==> src/hw/mult_defs.svh <==
// Widths and constants shared by the multiplier RTL and testbench, pulled in with `include
`ifndef MULT_DEFS_SVH
`define MULT_DEFS_SVH

// Operand and result width
`define MULT_XLEN 32

// Halfword width seen by the short multiplier
`define MULT_HALF 16

// Width of the shift amount
`define MULT_IMM_W 5

// Width of the operator code
`define MULT_OP_W 4

// Right shift applied in the first and third upper-word steps
`define MULT_MULH_SHIFT 16

`endif

==> src/hw/mult_pkg.sv <==
// Operator, signedness and element types of the multiplier; import wherever these are used
`default_nettype none

`include "mult_defs.svh"

package mult_pkg;

  ////////////////////
  // Operator codes
  ////////////////////

  // Codes not listed here give a zero result
  typedef enum logic [`MULT_OP_W-1:0] {
    MUL_MAC32 = 0,
    MUL_MSU32 = 1,
    MUL_I     = 2,
    MUL_IR    = 3,
    MUL_DOT8  = 4,
    MUL_DOT4  = 5,
    MUL_DOT2  = 6,
    MUL_H     = 7
  } mult_op_e;

  // Bit 0 marks operand A as signed, bit 1 operand B
  typedef logic [1:0] sign_mode_t;

  ////////////////////
  // Packed elements
  ////////////////////

  typedef logic [7:0] char_t;
  typedef logic [3:0] nibble_t;
  typedef logic [1:0] crumb_t;

endpackage

`default_nettype wire

==> src/hw/dot_lane.sv <==
// Packed dot product accumulated onto op_c_i; elem_t sets the element width of the lane
`timescale 1ns/100ps
`default_nettype none

`include "mult_defs.svh"

module dot_lane #(
  parameter type elem_t = mult_pkg::char_t
) (
  input  logic [`MULT_XLEN-1:0] op_a_i,
  input  logic [`MULT_XLEN-1:0] op_b_i,
  input  logic [`MULT_XLEN-1:0] op_c_i,
  input  mult_pkg::sign_mode_t  signed_i,
  output logic [`MULT_XLEN-1:0] result_o
);

  localparam int unsigned elem_w = $bits(elem_t);
  localparam int unsigned n_elem = `MULT_XLEN / elem_w;

  logic [n_elem-1:0][elem_w:0]        ext_a;
  logic [n_elem-1:0][elem_w:0]        ext_b;
  logic [n_elem-1:0][`MULT_XLEN-1:0] prod;

  for (genvar i = 0; i < n_elem; i++) begin : gen_elem
    elem_t elem_a;
    elem_t elem_b;

    assign elem_a   = op_a_i[i*elem_w +: elem_w];
    assign elem_b   = op_b_i[i*elem_w +: elem_w];
    // One extra bit carries the sign, or zero when unsigned
    assign ext_a[i] = {signed_i[0] & elem_a[elem_w-1], elem_a};
    assign ext_b[i] = {signed_i[1] & elem_b[elem_w-1], elem_b};
    // Product already sign-extended to the full width
    assign prod[i]  = $signed(ext_a[i]) * $signed(ext_b[i]);
  end

  // Adder tree folded into a loop, low 32 bits only
  always_comb begin
    result_o = op_c_i;
    for (int i = 0; i < n_elem; i++) begin
      result_o = result_o + prod[i];
    end
  end

endmodule

`default_nettype wire

==> src/hw/scalar_mult.sv <==
// Combinational scalar datapath: 32-bit MAC/MSU plus halfword multiply, accumulate, round and shift
`timescale 1ns/100ps
`default_nettype none

`include "mult_defs.svh"

module scalar_mult (
  input  mult_pkg::mult_op_e     operator_i,
  input  logic [`MULT_XLEN-1:0]  op_a_i,
  input  logic [`MULT_XLEN-1:0]  op_b_i,
  input  logic [`MULT_XLEN-1:0]  op_c_i,
  input  logic                   subword_i,
  input  mult_pkg::sign_mode_t   signed_i,
  input  logic [`MULT_IMM_W-1:0] imm_i,
  // Controls taken over by the MULH sequencer
  input  logic                   mulh_active_i,
  input  logic [1:0]             mulh_subword_i,
  input  mult_pkg::sign_mode_t   mulh_signed_i,
  input  logic [`MULT_IMM_W-1:0] mulh_imm_i,
  input  logic                   mulh_arith_i,
  input  logic [`MULT_XLEN:0]    mulh_acc_i,
  output logic [`MULT_XLEN-1:0]  int_result_o,
  output logic [`MULT_XLEN-1:0]  short_result_o,
  output logic [`MULT_XLEN+1:0]  short_mac_o
);

  import mult_pkg::*;

  ////////////////////
  // 32-bit MAC/MSU
  ////////////////////

  logic                  int_is_msu;
  logic [`MULT_XLEN-1:0] int_op_a;
  logic [`MULT_XLEN-1:0] int_op_b_corr;

  // Subtraction as (~A)*B + B, which equals -A*B
  assign int_is_msu    = (operator_i == MUL_MSU32);
  assign int_op_a      = op_a_i ^ {`MULT_XLEN{int_is_msu}};
  assign int_op_b_corr = op_b_i & {`MULT_XLEN{int_is_msu}};
  assign int_result_o  = op_c_i + int_op_b_corr + int_op_a * op_b_i;

  ////////////////////
  // Halfword path
  ////////////////////

  logic [1:0]             short_subword;
  sign_mode_t             short_signed;
  logic [`MULT_IMM_W-1:0] short_imm;
  logic                   short_arith;
  logic [`MULT_HALF:0]    short_op_a;
  logic [`MULT_HALF:0]    short_op_b;
  logic [`MULT_XLEN:0]    short_op_c;
  logic [`MULT_XLEN+1:0]  short_mul;
  logic [`MULT_XLEN-1:0]  round_tmp;
  logic [`MULT_XLEN-1:0]  short_round;
  logic [`MULT_XLEN+1:0]  short_mac;
  logic                   mac_msb1;
  logic                   mac_msb0;
  logic [`MULT_XLEN+1:0]  short_shifted;

  // Sequencer overrides the port controls while MULH runs
  assign short_subword = mulh_active_i ? mulh_subword_i : {2{subword_i}};
  assign short_signed  = mulh_active_i ? mulh_signed_i  : signed_i;
  assign short_imm     = mulh_active_i ? mulh_imm_i     : imm_i;
  assign short_arith   = mulh_active_i ? mulh_arith_i   : signed_i[0];

  // Half of 2^imm, zero when imm is zero
  assign round_tmp   = {{(`MULT_XLEN-1){1'b0}}, 1'b1} << imm_i;
  assign short_round = (operator_i == MUL_IR) ? {1'b0, round_tmp[`MULT_XLEN-1:1]} : '0;

  assign short_op_a[`MULT_HALF-1:0] = short_subword[0] ? op_a_i[`MULT_XLEN-1:`MULT_HALF]
                                                       : op_a_i[`MULT_HALF-1:0];
  assign short_op_b[`MULT_HALF-1:0] = short_subword[1] ? op_b_i[`MULT_XLEN-1:`MULT_HALF]
                                                       : op_b_i[`MULT_HALF-1:0];
  assign short_op_a[`MULT_HALF]     = short_signed[0] & short_op_a[`MULT_HALF-1];
  assign short_op_b[`MULT_HALF]     = short_signed[1] & short_op_b[`MULT_HALF-1];

  // Accumulator is the carry plus partial sum during MULH
  assign short_op_c = mulh_active_i ? mulh_acc_i : {op_c_i[`MULT_XLEN-1], op_c_i};

  assign short_mul = $signed(short_op_a) * $signed(short_op_b);
  assign short_mac = $signed(short_op_c) + $signed(short_mul) + $signed({1'b0, short_round});

  // MULH keeps the two extra sum bits, the short ops extend from bit 31
  assign mac_msb1 = mulh_active_i ? short_mac[`MULT_XLEN+1] : short_mac[`MULT_XLEN-1];
  assign mac_msb0 = mulh_active_i ? short_mac[`MULT_XLEN]   : short_mac[`MULT_XLEN-1];

  assign short_shifted  = $signed({short_arith & mac_msb1, short_arith & mac_msb0,
                                   short_mac[`MULT_XLEN-1:0]}) >>> short_imm;
  assign short_result_o = short_shifted[`MULT_XLEN-1:0];
  assign short_mac_o    = short_mac;

endmodule

`default_nettype wire

==> src/hw/mulh_ctrl.sv <==
// Four-step sequencer for MULH over halfword products, holding the running sum and its carry
`timescale 1ns/100ps
`default_nettype none

`include "mult_defs.svh"

module mulh_ctrl (
  input  logic                   clk,
  input  logic                   rst_n,
  input  logic                   enable_i,
  input  mult_pkg::mult_op_e     operator_i,
  input  mult_pkg::sign_mode_t   signed_i,
  input  logic                   ex_ready_i,
  input  logic [`MULT_XLEN+1:0]  short_mac_i,
  input  logic [`MULT_XLEN-1:0]  short_result_i,
  output logic                   active_o,
  output logic [1:0]             subword_o,
  output mult_pkg::sign_mode_t   signed_o,
  output logic [`MULT_IMM_W-1:0] imm_o,
  output logic                   arith_o,
  output logic [`MULT_XLEN:0]    acc_o,
  output logic                   ready_o,
  output logic                   multicycle_o
);

  import mult_pkg::*;

  typedef enum logic [2:0] {IDLE, STEP0, STEP1, STEP2, FINISH} mulh_state_e;

  localparam logic [`MULT_IMM_W-1:0] mulh_shift = `MULT_MULH_SHIFT;

  mulh_state_e           state_q;
  mulh_state_e           state_d;
  logic [`MULT_XLEN-1:0] psum_q;
  logic [`MULT_XLEN-1:0] psum_d;
  logic                  carry_q;
  logic                  carry_d;

  assign acc_o = {carry_q, psum_q};

  ////////////////////
  // Step control
  ////////////////////

  always_comb begin
    state_d      = state_q;
    psum_d       = psum_q;
    carry_d      = carry_q;
    active_o     = 1'b1;
    subword_o    = 2'b00;
    signed_o     = 2'b00;
    imm_o        = '0;
    arith_o      = 1'b0;
    ready_o      = 1'b0;
    multicycle_o = 1'b0;

    case (state_q)
      IDLE: begin
        active_o = 1'b0;
        ready_o  = 1'b1;
        if (enable_i && (operator_i == MUL_H)) begin
          ready_o = 1'b0;
          state_d = STEP0;
        end
      end
      // AL*BL, unsigned, only its upper half is kept
      STEP0: begin
        multicycle_o = 1'b1;
        imm_o        = mulh_shift;
        psum_d       = short_result_i;
        state_d      = STEP1;
      end
      // AL*BH, signed only through B; the 33-bit sum keeps its carry
      STEP1: begin
        multicycle_o = 1'b1;
        subword_o    = 2'b10;
        signed_o     = {signed_i[1], 1'b0};
        arith_o      = 1'b1;
        psum_d       = short_result_i;
        carry_d      = short_mac_i[`MULT_XLEN];
        state_d      = STEP2;
      end
      // AH*BL, then shift; carries fall out with the shift
      STEP2: begin
        multicycle_o = 1'b1;
        subword_o    = 2'b01;
        signed_o     = {1'b0, signed_i[0]};
        imm_o        = mulh_shift;
        arith_o      = 1'b1;
        psum_d       = short_result_i;
        carry_d      = 1'b0;
        state_d      = FINISH;
      end
      // AH*BH onto the sum, result held until taken
      FINISH: begin
        subword_o = 2'b11;
        signed_o  = signed_i;
        ready_o   = 1'b1;
        if (ex_ready_i) begin
          psum_d  = '0;
          carry_d = 1'b0;
          state_d = IDLE;
        end
      end
      default: state_d = IDLE;
    endcase
  end

  always_ff @(posedge clk or negedge rst_n) begin
    if (!rst_n) begin
      state_q <= IDLE;
      psum_q  <= '0;
      carry_q <= 1'b0;
    end else begin
      state_q <= state_d;
      psum_q  <= psum_d;
      carry_q <= carry_d;
    end
  end

endmodule

`default_nettype wire

==> src/hw/mult_top.sv <==
// Multiplier top for the execute stage: scalar path, MULH sequencer and dot lanes behind one result
`timescale 1ns/100ps
`default_nettype none

`include "mult_defs.svh"

module mult_top (
  input  logic                   clk,
  input  logic                   rst_n,
  input  logic                   enable_i,
  input  mult_pkg::mult_op_e     operator_i,
  input  mult_pkg::sign_mode_t   signed_i,
  input  logic                   subword_i,
  input  logic [`MULT_IMM_W-1:0] imm_i,
  input  mult_pkg::sign_mode_t   dot_signed_i,
  input  logic [`MULT_XLEN-1:0]  op_a_i,
  input  logic [`MULT_XLEN-1:0]  op_b_i,
  input  logic [`MULT_XLEN-1:0]  op_c_i,
  input  logic                   ex_ready_i,
  output logic [`MULT_XLEN-1:0]  result_o,
  output logic                   ready_o,
  output logic                   multicycle_o
);

  import mult_pkg::*;

  logic                   mulh_active;
  logic [1:0]             mulh_subword;
  sign_mode_t             mulh_signed;
  logic [`MULT_IMM_W-1:0] mulh_imm;
  logic                   mulh_arith;
  logic [`MULT_XLEN:0]    mulh_acc;
  logic [`MULT_XLEN-1:0]  int_result;
  logic [`MULT_XLEN-1:0]  short_result;
  logic [`MULT_XLEN+1:0]  short_mac;
  logic [`MULT_XLEN-1:0]  dot8_result;
  logic [`MULT_XLEN-1:0]  dot4_result;
  logic [`MULT_XLEN-1:0]  dot2_result;

  ////////////////////
  // Scalar path
  ////////////////////

  scalar_mult i_scalar (
    .operator_i     (operator_i),
    .op_a_i         (op_a_i),
    .op_b_i         (op_b_i),
    .op_c_i         (op_c_i),
    .subword_i      (subword_i),
    .signed_i       (signed_i),
    .imm_i          (imm_i),
    .mulh_active_i  (mulh_active),
    .mulh_subword_i (mulh_subword),
    .mulh_signed_i  (mulh_signed),
    .mulh_imm_i     (mulh_imm),
    .mulh_arith_i   (mulh_arith),
    .mulh_acc_i     (mulh_acc),
    .int_result_o   (int_result),
    .short_result_o (short_result),
    .short_mac_o    (short_mac)
  );

  mulh_ctrl i_mulh_ctrl (
    .clk            (clk),
    .rst_n          (rst_n),
    .enable_i       (enable_i),
    .operator_i     (operator_i),
    .signed_i       (signed_i),
    .ex_ready_i     (ex_ready_i),
    .short_mac_i    (short_mac),
    .short_result_i (short_result),
    .active_o       (mulh_active),
    .subword_o      (mulh_subword),
    .signed_o       (mulh_signed),
    .imm_o          (mulh_imm),
    .arith_o        (mulh_arith),
    .acc_o          (mulh_acc),
    .ready_o        (ready_o),
    .multicycle_o   (multicycle_o)
  );

  ////////////////////
  // Dot-product path
  ////////////////////

  dot_lane #(.elem_t(char_t)) i_dot8 (
    .op_a_i   (op_a_i),
    .op_b_i   (op_b_i),
    .op_c_i   (op_c_i),
    .signed_i (dot_signed_i),
    .result_o (dot8_result)
  );

  dot_lane #(.elem_t(nibble_t)) i_dot4 (
    .op_a_i   (op_a_i),
    .op_b_i   (op_b_i),
    .op_c_i   (op_c_i),
    .signed_i (dot_signed_i),
    .result_o (dot4_result)
  );

  dot_lane #(.elem_t(crumb_t)) i_dot2 (
    .op_a_i   (op_a_i),
    .op_b_i   (op_b_i),
    .op_c_i   (op_c_i),
    .signed_i (dot_signed_i),
    .result_o (dot2_result)
  );

  // Result select
  always_comb begin
    case (operator_i)
      MUL_MAC32, MUL_MSU32:  result_o = int_result;
      MUL_I, MUL_IR, MUL_H:  result_o = short_result;
      MUL_DOT8:              result_o = dot8_result;
      MUL_DOT4:              result_o = dot4_result;
      MUL_DOT2:              result_o = dot2_result;
      default:               result_o = '0;
    endcase
  end

endmodule

`default_nettype wire

==> config.mk <==
export PLATFORM = sky130hd
export DESIGN_NAME = mult_top
export DESIGN_NICKNAME = d
export VERILOG_FILES = /design/src/hw/mult_pkg.sv /design/src/hw/dot_lane.sv /design/src/hw/scalar_mult.sv /design/src/hw/mulh_ctrl.sv /design/src/hw/mult_top.sv
export VERILOG_INCLUDE_DIRS = /design/src /design/src/hw
export SDC_FILE = /design/constraint.sdc
export NUM_CORES = 2
export LEC_CHECK = 0
export BUFFER_PORTS_ARGS = -buffer_cell sky130_fd_sc_hd__buf_4
export CAP_MARGIN = 10
export CORE_MARGIN = 2
export CORE_UTILIZATION = 35
export CTS_CLUSTER_SIZE = 16
export DETAILED_ROUTE_END_ITERATION = 12
export PLACE_DENSITY_LB_ADDON = 0.2
export SKIP_CTS_REPAIR_TIMING = 1
export SYNTH_ARGS = -nofsm -noshare
export SYNTH_HDL_FRONTEND = slang
export SYNTH_SLANG_ARGS = --single-unit
==> constraint.sdc <==
create_clock -name clk -period 14.25 [get_ports clk]
set_input_delay 0.7125 -clock clk [delete_from_list [all_inputs] [get_ports clk]]
set_output_delay 0.7125 -clock clk [all_outputs]
set_load 0.05 [all_outputs]
# Yosys cells after proc, flatten, opt, wreduce, memory -nomap -nowiden
# Index checks and enable logic that the tools add are counted.
# Widths: inputs -> output; s select.
# word_totals
ff_bits,36
in_bits,114
out_inout_bits,34
word_cells,156
# op_classes
add_sub_neg,32
multipliers,30
eq_ne,13
n_shift,2
n_mux,25
n_bitwise,38
n_reduce_logical,13
# ops
op,n
$add 32x32->32,30
$pmux 32 s5,1
$mul 3x3->6,16
$mul 5x5->10,8
$mul 9x9->18,4
$pmux 32 s2,1
$and 1x1->1,36
$add 33x34->34,1
$add 34x33->34,1
$mul 17x17->34,1
$sshr 34x5->32,1
$mux 33,1
$and 32x32->32,1
$mul 32x32->32,1
$mux 16,2
$mux 32,1
$shl 1x5->32 const A,1
$xor 32x32->32,1
$mux 31,1
$eq 4x3->1 const B,4
$pmux 3 s5,1
$pmux 2 s3,2
$mux 5,2
$eq 4x2->1 const B,2
19 further kinds,33

# Longest topological paths before layout
# logic_depth
word_depth,19
depth_mapped,42

# Hierarchy
# From an unflattened synthesis, not the netlist that was laid out.
# unflattened
hier_cells,8738
hier_area_um2,77086.4
# modules_own_cells
mod,instances,cells_each,area_per_inst_um2
scalar_mult,1,4062,34386.7
dot_lane (i_dot8),1,1724,15713.8
dot_lane (i_dot4),1,1380,12634.6
dot_lane (i_dot2),1,1156,11182.0
mulh_ctrl,1,182,1729.2
mult_top,1,234,1440.1

# Least setup slack after synthesis
# No wires, ideal clock.
# synth_path
path_type,input-to-output
startpoint,in dot_signed_i[1]
endpoint,out result_o[31]
t_arrival_ns,12.166
slack_ns,1.372
path_stages,32
cell_sequence,clkbuf_1 clkbuf_1 nand2_1 or2_2 fa_1 inv_1 ha_1 ha_1 inv_1 fa_1 xor2_1 xnor2_1 fa_1 inv_1 fa_1 fa_1 fa_1 fa_1 fa_1 inv_1 ha_1 a21o_1 a2111oi_0 a21boi_0 nor3_1 a221oi_1 nor3_1 o211ai_1 mux2i_1 a221o_1 a211oi_1 o2111ai_1
# synth_between
elab_chain_cells,19
# synth_lines
item,line_no,text
from (decl),mult_top.sv:15,"input mult_pkg::sign_mode_t dot_signed_i,"
$and 1x1->1,dot_lane.sv:32,"assign ext_b[i] = {signed_i[1] & elem_b[elem_w-1], elem_b};"
$mul 3x3->6,dot_lane.sv:34,assign prod[i] = $signed(ext_a[i]) * $signed(ext_b[i]);
$add 32x32->32 (16 in series),dot_lane.sv:41,result_o = result_o + prod[i];
$pmux 32 s5 *,mult_top.sv:112,case (operator_i)
to (decl),mult_top.sv:20,"output logic [`MULT_XLEN-1:0] result_o,"
# Every way passes the cells marked *; elsewhere a longest branch is shown, timed or not.

# Worst setup path after layout
# layout_path
startpoint,reg i_mulh_ctrl.state_q[0]
endpoint,out result_o[20]
# layout_between
elab_chain_cells,12
# layout_lines
item,line_no,text
from (decl),mulh_ctrl.sv:32,mulh_state_e state_q;
from (signal assigned),mulh_ctrl.sv:115,state_q <= state_d;
$eq 3x3->1 or $eq 3x2->1 (tied branches),mulh_ctrl.sv:57,case (state_q)
$pmux 2 s3,mulh_ctrl.sv:57,
$mux 2,scalar_mult.sv:63,assign short_subword = mulh_active_i ? mulh_subword_i : {2{subword_i}};
$mux 16 (on tied branches),"scalar_mult.sv:72, scalar_mult.sv:74",
$and 1x1->1 (on tied branches),"scalar_mult.sv:76, scalar_mult.sv:77",
$mul 17x17->34,scalar_mult.sv:82,assign short_mul = $signed(short_op_a) * $signed(short_op_b);
$add 33x34->34,scalar_mult.sv:83,"assign short_mac = $signed(short_op_c) + $signed(short_mul) + $signed({1'b0, short_round});"
$add 34x33->34,scalar_mult.sv:83,
$mux 1 (on tied branches),"scalar_mult.sv:87, scalar_mult.sv:86",
$and 1x1->1,scalar_mult.sv:89,"assign short_shifted = $signed({short_arith & mac_msb1, short_arith & mac_msb0,"
$sshr 34x5->32 *,scalar_mult.sv:89,
$pmux 32 s5 *,mult_top.sv:112,
# Marks and branches as above.

==> flow_summary.ini <==
[cts]
clk_pin_slew_worst_paths_ns = 0.06
clkLatencyLatePin_ns = 0.29
cts_buffers = 5
htreeDepth = 2
cts_root_buf = clkbuf_16
clock-sinks = 36
tritoncts = yes
cts_max_path_buffers = 2

[floorplanning]
coreArea_sq_mm = 0.2092
ioPinCount = 148
fp.dieW_microns = 462.4
die_h_microns = 462.4
initial_core_util = 0.3516
dieArea_sq_mm = 0.2138
placementRows = 168

[cells_and_area]
drive_gt1_frac = 0.05169
syn_to_final_growth_pct = 6.159
fill_cells = 21490
post-route-util = 0.3733
nNetsFinal = 10730
final_area_sq_mm = 0.07807

[synthesis]
synth_cell_types = 91
yosys_register_bits = 36
synth.top_cell.area_share = 0.4819
yosys.area.top_type = fa_1
ys.warnings.count = 0
synthCells = 8239
syn_area_per_cell_sq_um = 8.925
syn_area_sq_mm = 0.07354
synthArstFlopShare = 1.000
synth_edf_count = 0
syn_nets = 10790
ys_seq_area_frac = 0.01225
synth-main-ff-cell = dfrtp_1
synthTopCellsByArea = fa_1, ha_1, inv_1

[place]
gp_congestion = 0.9632
place_area_sq_mm = 0.07788
io_buffers = 147
pre_cts_slack_ns = 1.864
hpwl_microns = 234700

[sta]
max_clock_freq_mhz = 77.37
setup_ws_ns = 1.326
tightest_slew_ns = 1.286
relSlewSlack = 0.1363
fin_worst_skew_ns = 0.01229
maxSlewViolCount = 0
fin_crit_sh = 0.9070
setup_violations = 0
finalCriticalPeriod_ns = 12.92
hold_violations = 0
rsz0062_at_grt = no
tns_ns = 0

[critical_path]
worstSetupPathType = reg2out
critPathMostFrequentCell = fa_1
endpoint_kind = output port
cp.arrival_ns = 12.21
start_kind = register
crit_fanout = 14
cp_slowest_cell = o311ai_0
cp.required_ns = 13.54
slowest_delay_ns = 0.91

[global_routing]
grt_pass1_vias = 59960
grt_start_max_net_pins = 55
grt.total_usage = 0.2586
grt_overflow = 0
grt_pass1_wl_microns = 408900
antenna_found_initial = 18

[drt]
via_count = 56540
drt-total-wl_microns = 274800
drt_pass1_iterations = 8
ant_nets = 0
drc_errors = 0
drtIter0Drc = 4471
wl_per_cell_microns = 24.99
avgViaCountPerCell = 5.142

[job]
max-cap-violations = 0

[worst_hold_path]
hp-class = in2async

[outcome]
outcome = finished, final reports clean
## cell usage after synthesis (all sizes together), types with 19 or more instances
library cell,n
and2,283
nand2,943
buf,26
o21bai,30
dfrtp,36
mux2,35
xnor2,326
nand2b,27
or3,23
mux2i,68
a21oi,232
nand3,95
o211ai,32
nor2b,19
nor3,63
fa,1770
a211oi,38
clkbuf,286
ha,663
xor2,100
a21o,108
and3,56
o21ai,177
inv,2108
o21a,35
nor2,313
or2,60
## metal layers
layer,wire [microns],vias up,track usage
met5,162,-,0
met1,116400,29300,0.3558
met3,19590,427,0.03657
met2,126100,2094,0.4167
met4,12450,24,0.08803
li1,-,24700,-
## worst paths after layout
check	end	slack, ns	cells after the start	from
worst min-delay path	i_mulh_ctrl.state_q[2]	0.38	1	rst_n
worst max register to register	i_mulh_ctrl.psum_q[20]	2.56	29	i_mulh_ctrl.state_q[0]
max in group asynchronous	i_mulh_ctrl.psum_q[14]	13.48	1	rst_n
worst min register to register	i_mulh_ctrl.psum_q[28]	0.49	2	i_mulh_ctrl.psum_q[28]
min in group clk	i_mulh_ctrl.psum_q[28]	0.49	2	i_mulh_ctrl.psum_q[28]
worst max-delay path	result_o[20]	1.33	30	i_mulh_ctrl.state_q[0]
## final cells by class
type                       count  area [sq um]  share of cell area
multi-input combinational   5783         63690              0.8159
clock buffer                   6         128.9            0.001651
tap                         2805          3510             0.04496
inverter                    2108          7913              0.1014
clock inverter                 2         35.03           0.0004488
antenna                        7         17.52           0.0002244
timing repair buffer         249          1869             0.02394
sequential                    36         900.9             0.01154
## through the flow
stage	instances	hold WS, ns
2_1_floorplan	8239	0.4169
3_3_place_gp	10980	0.4709
3_5_place_dp	10980	0.4746
4_1_cts	10990	0.4184
5_1_grt	10990	0.4150
6_report	11000	0.3829
## worst max-delay path: cells and delay by family (launching register included)
kind	cells	cell delay, ns
adder cells (fa/ha/maj)	8	3.71
AND/OR/NAND/NOR	10	3.56
AO/OA/AOI/OAI	6	2.60
buffers and inverters	5	1.30
multiplexers	1	0.36
flip-flops	1	0.34
## placed cells by master (no fill, tap or decap), types with 56 or more instances in the layout
cell type  Yosys  routed
a21oi_1      230     230
xnor2_1      315     301
o21ai_0      165     165
xor2_1       100      99
fa_1        1770    1767
ha_1         663     663
a21o_1       108     108
and3_1        56      56
nor2_1       313     311
and2_1       281     281
buf_4          0     249
nand2_1      943     942
mux2i_1       68      67
nor3_1        62      59
nand3_1       95      95
or2_2         60      60
inv_1       2108    2108
## state kept, by name (all words and copies together) (netlist names)
signal,flops
i_mulh_ctrl.carry_q,1
i_mulh_ctrl.psum_q,32
i_mulh_ctrl.state_q,3
## cell families (layout without fill, tap and decap cells)
family / after synthesis / count (layout) / synth area share
other: 0 / 7 / 0
buffers and inverters: 2420 / 2365 / 0.1243
AO/OA/AOI/OAI: 871 / 871 / 0.07924
multiplexers: 105 / 105 / 0.01523
XOR/XNOR: 428 / 428 / 0.05293
AND/OR/NAND/NOR: 1946 / 1946 / 0.1213
flip-flops: 36 / 36 / 0.01225
adder cells (fa/ha/maj): 2433 / 2433 / 0.5947
Power is not shown: default switching activity piles up to over one toggle a cycle in this logic, so the estimate is an artifact.
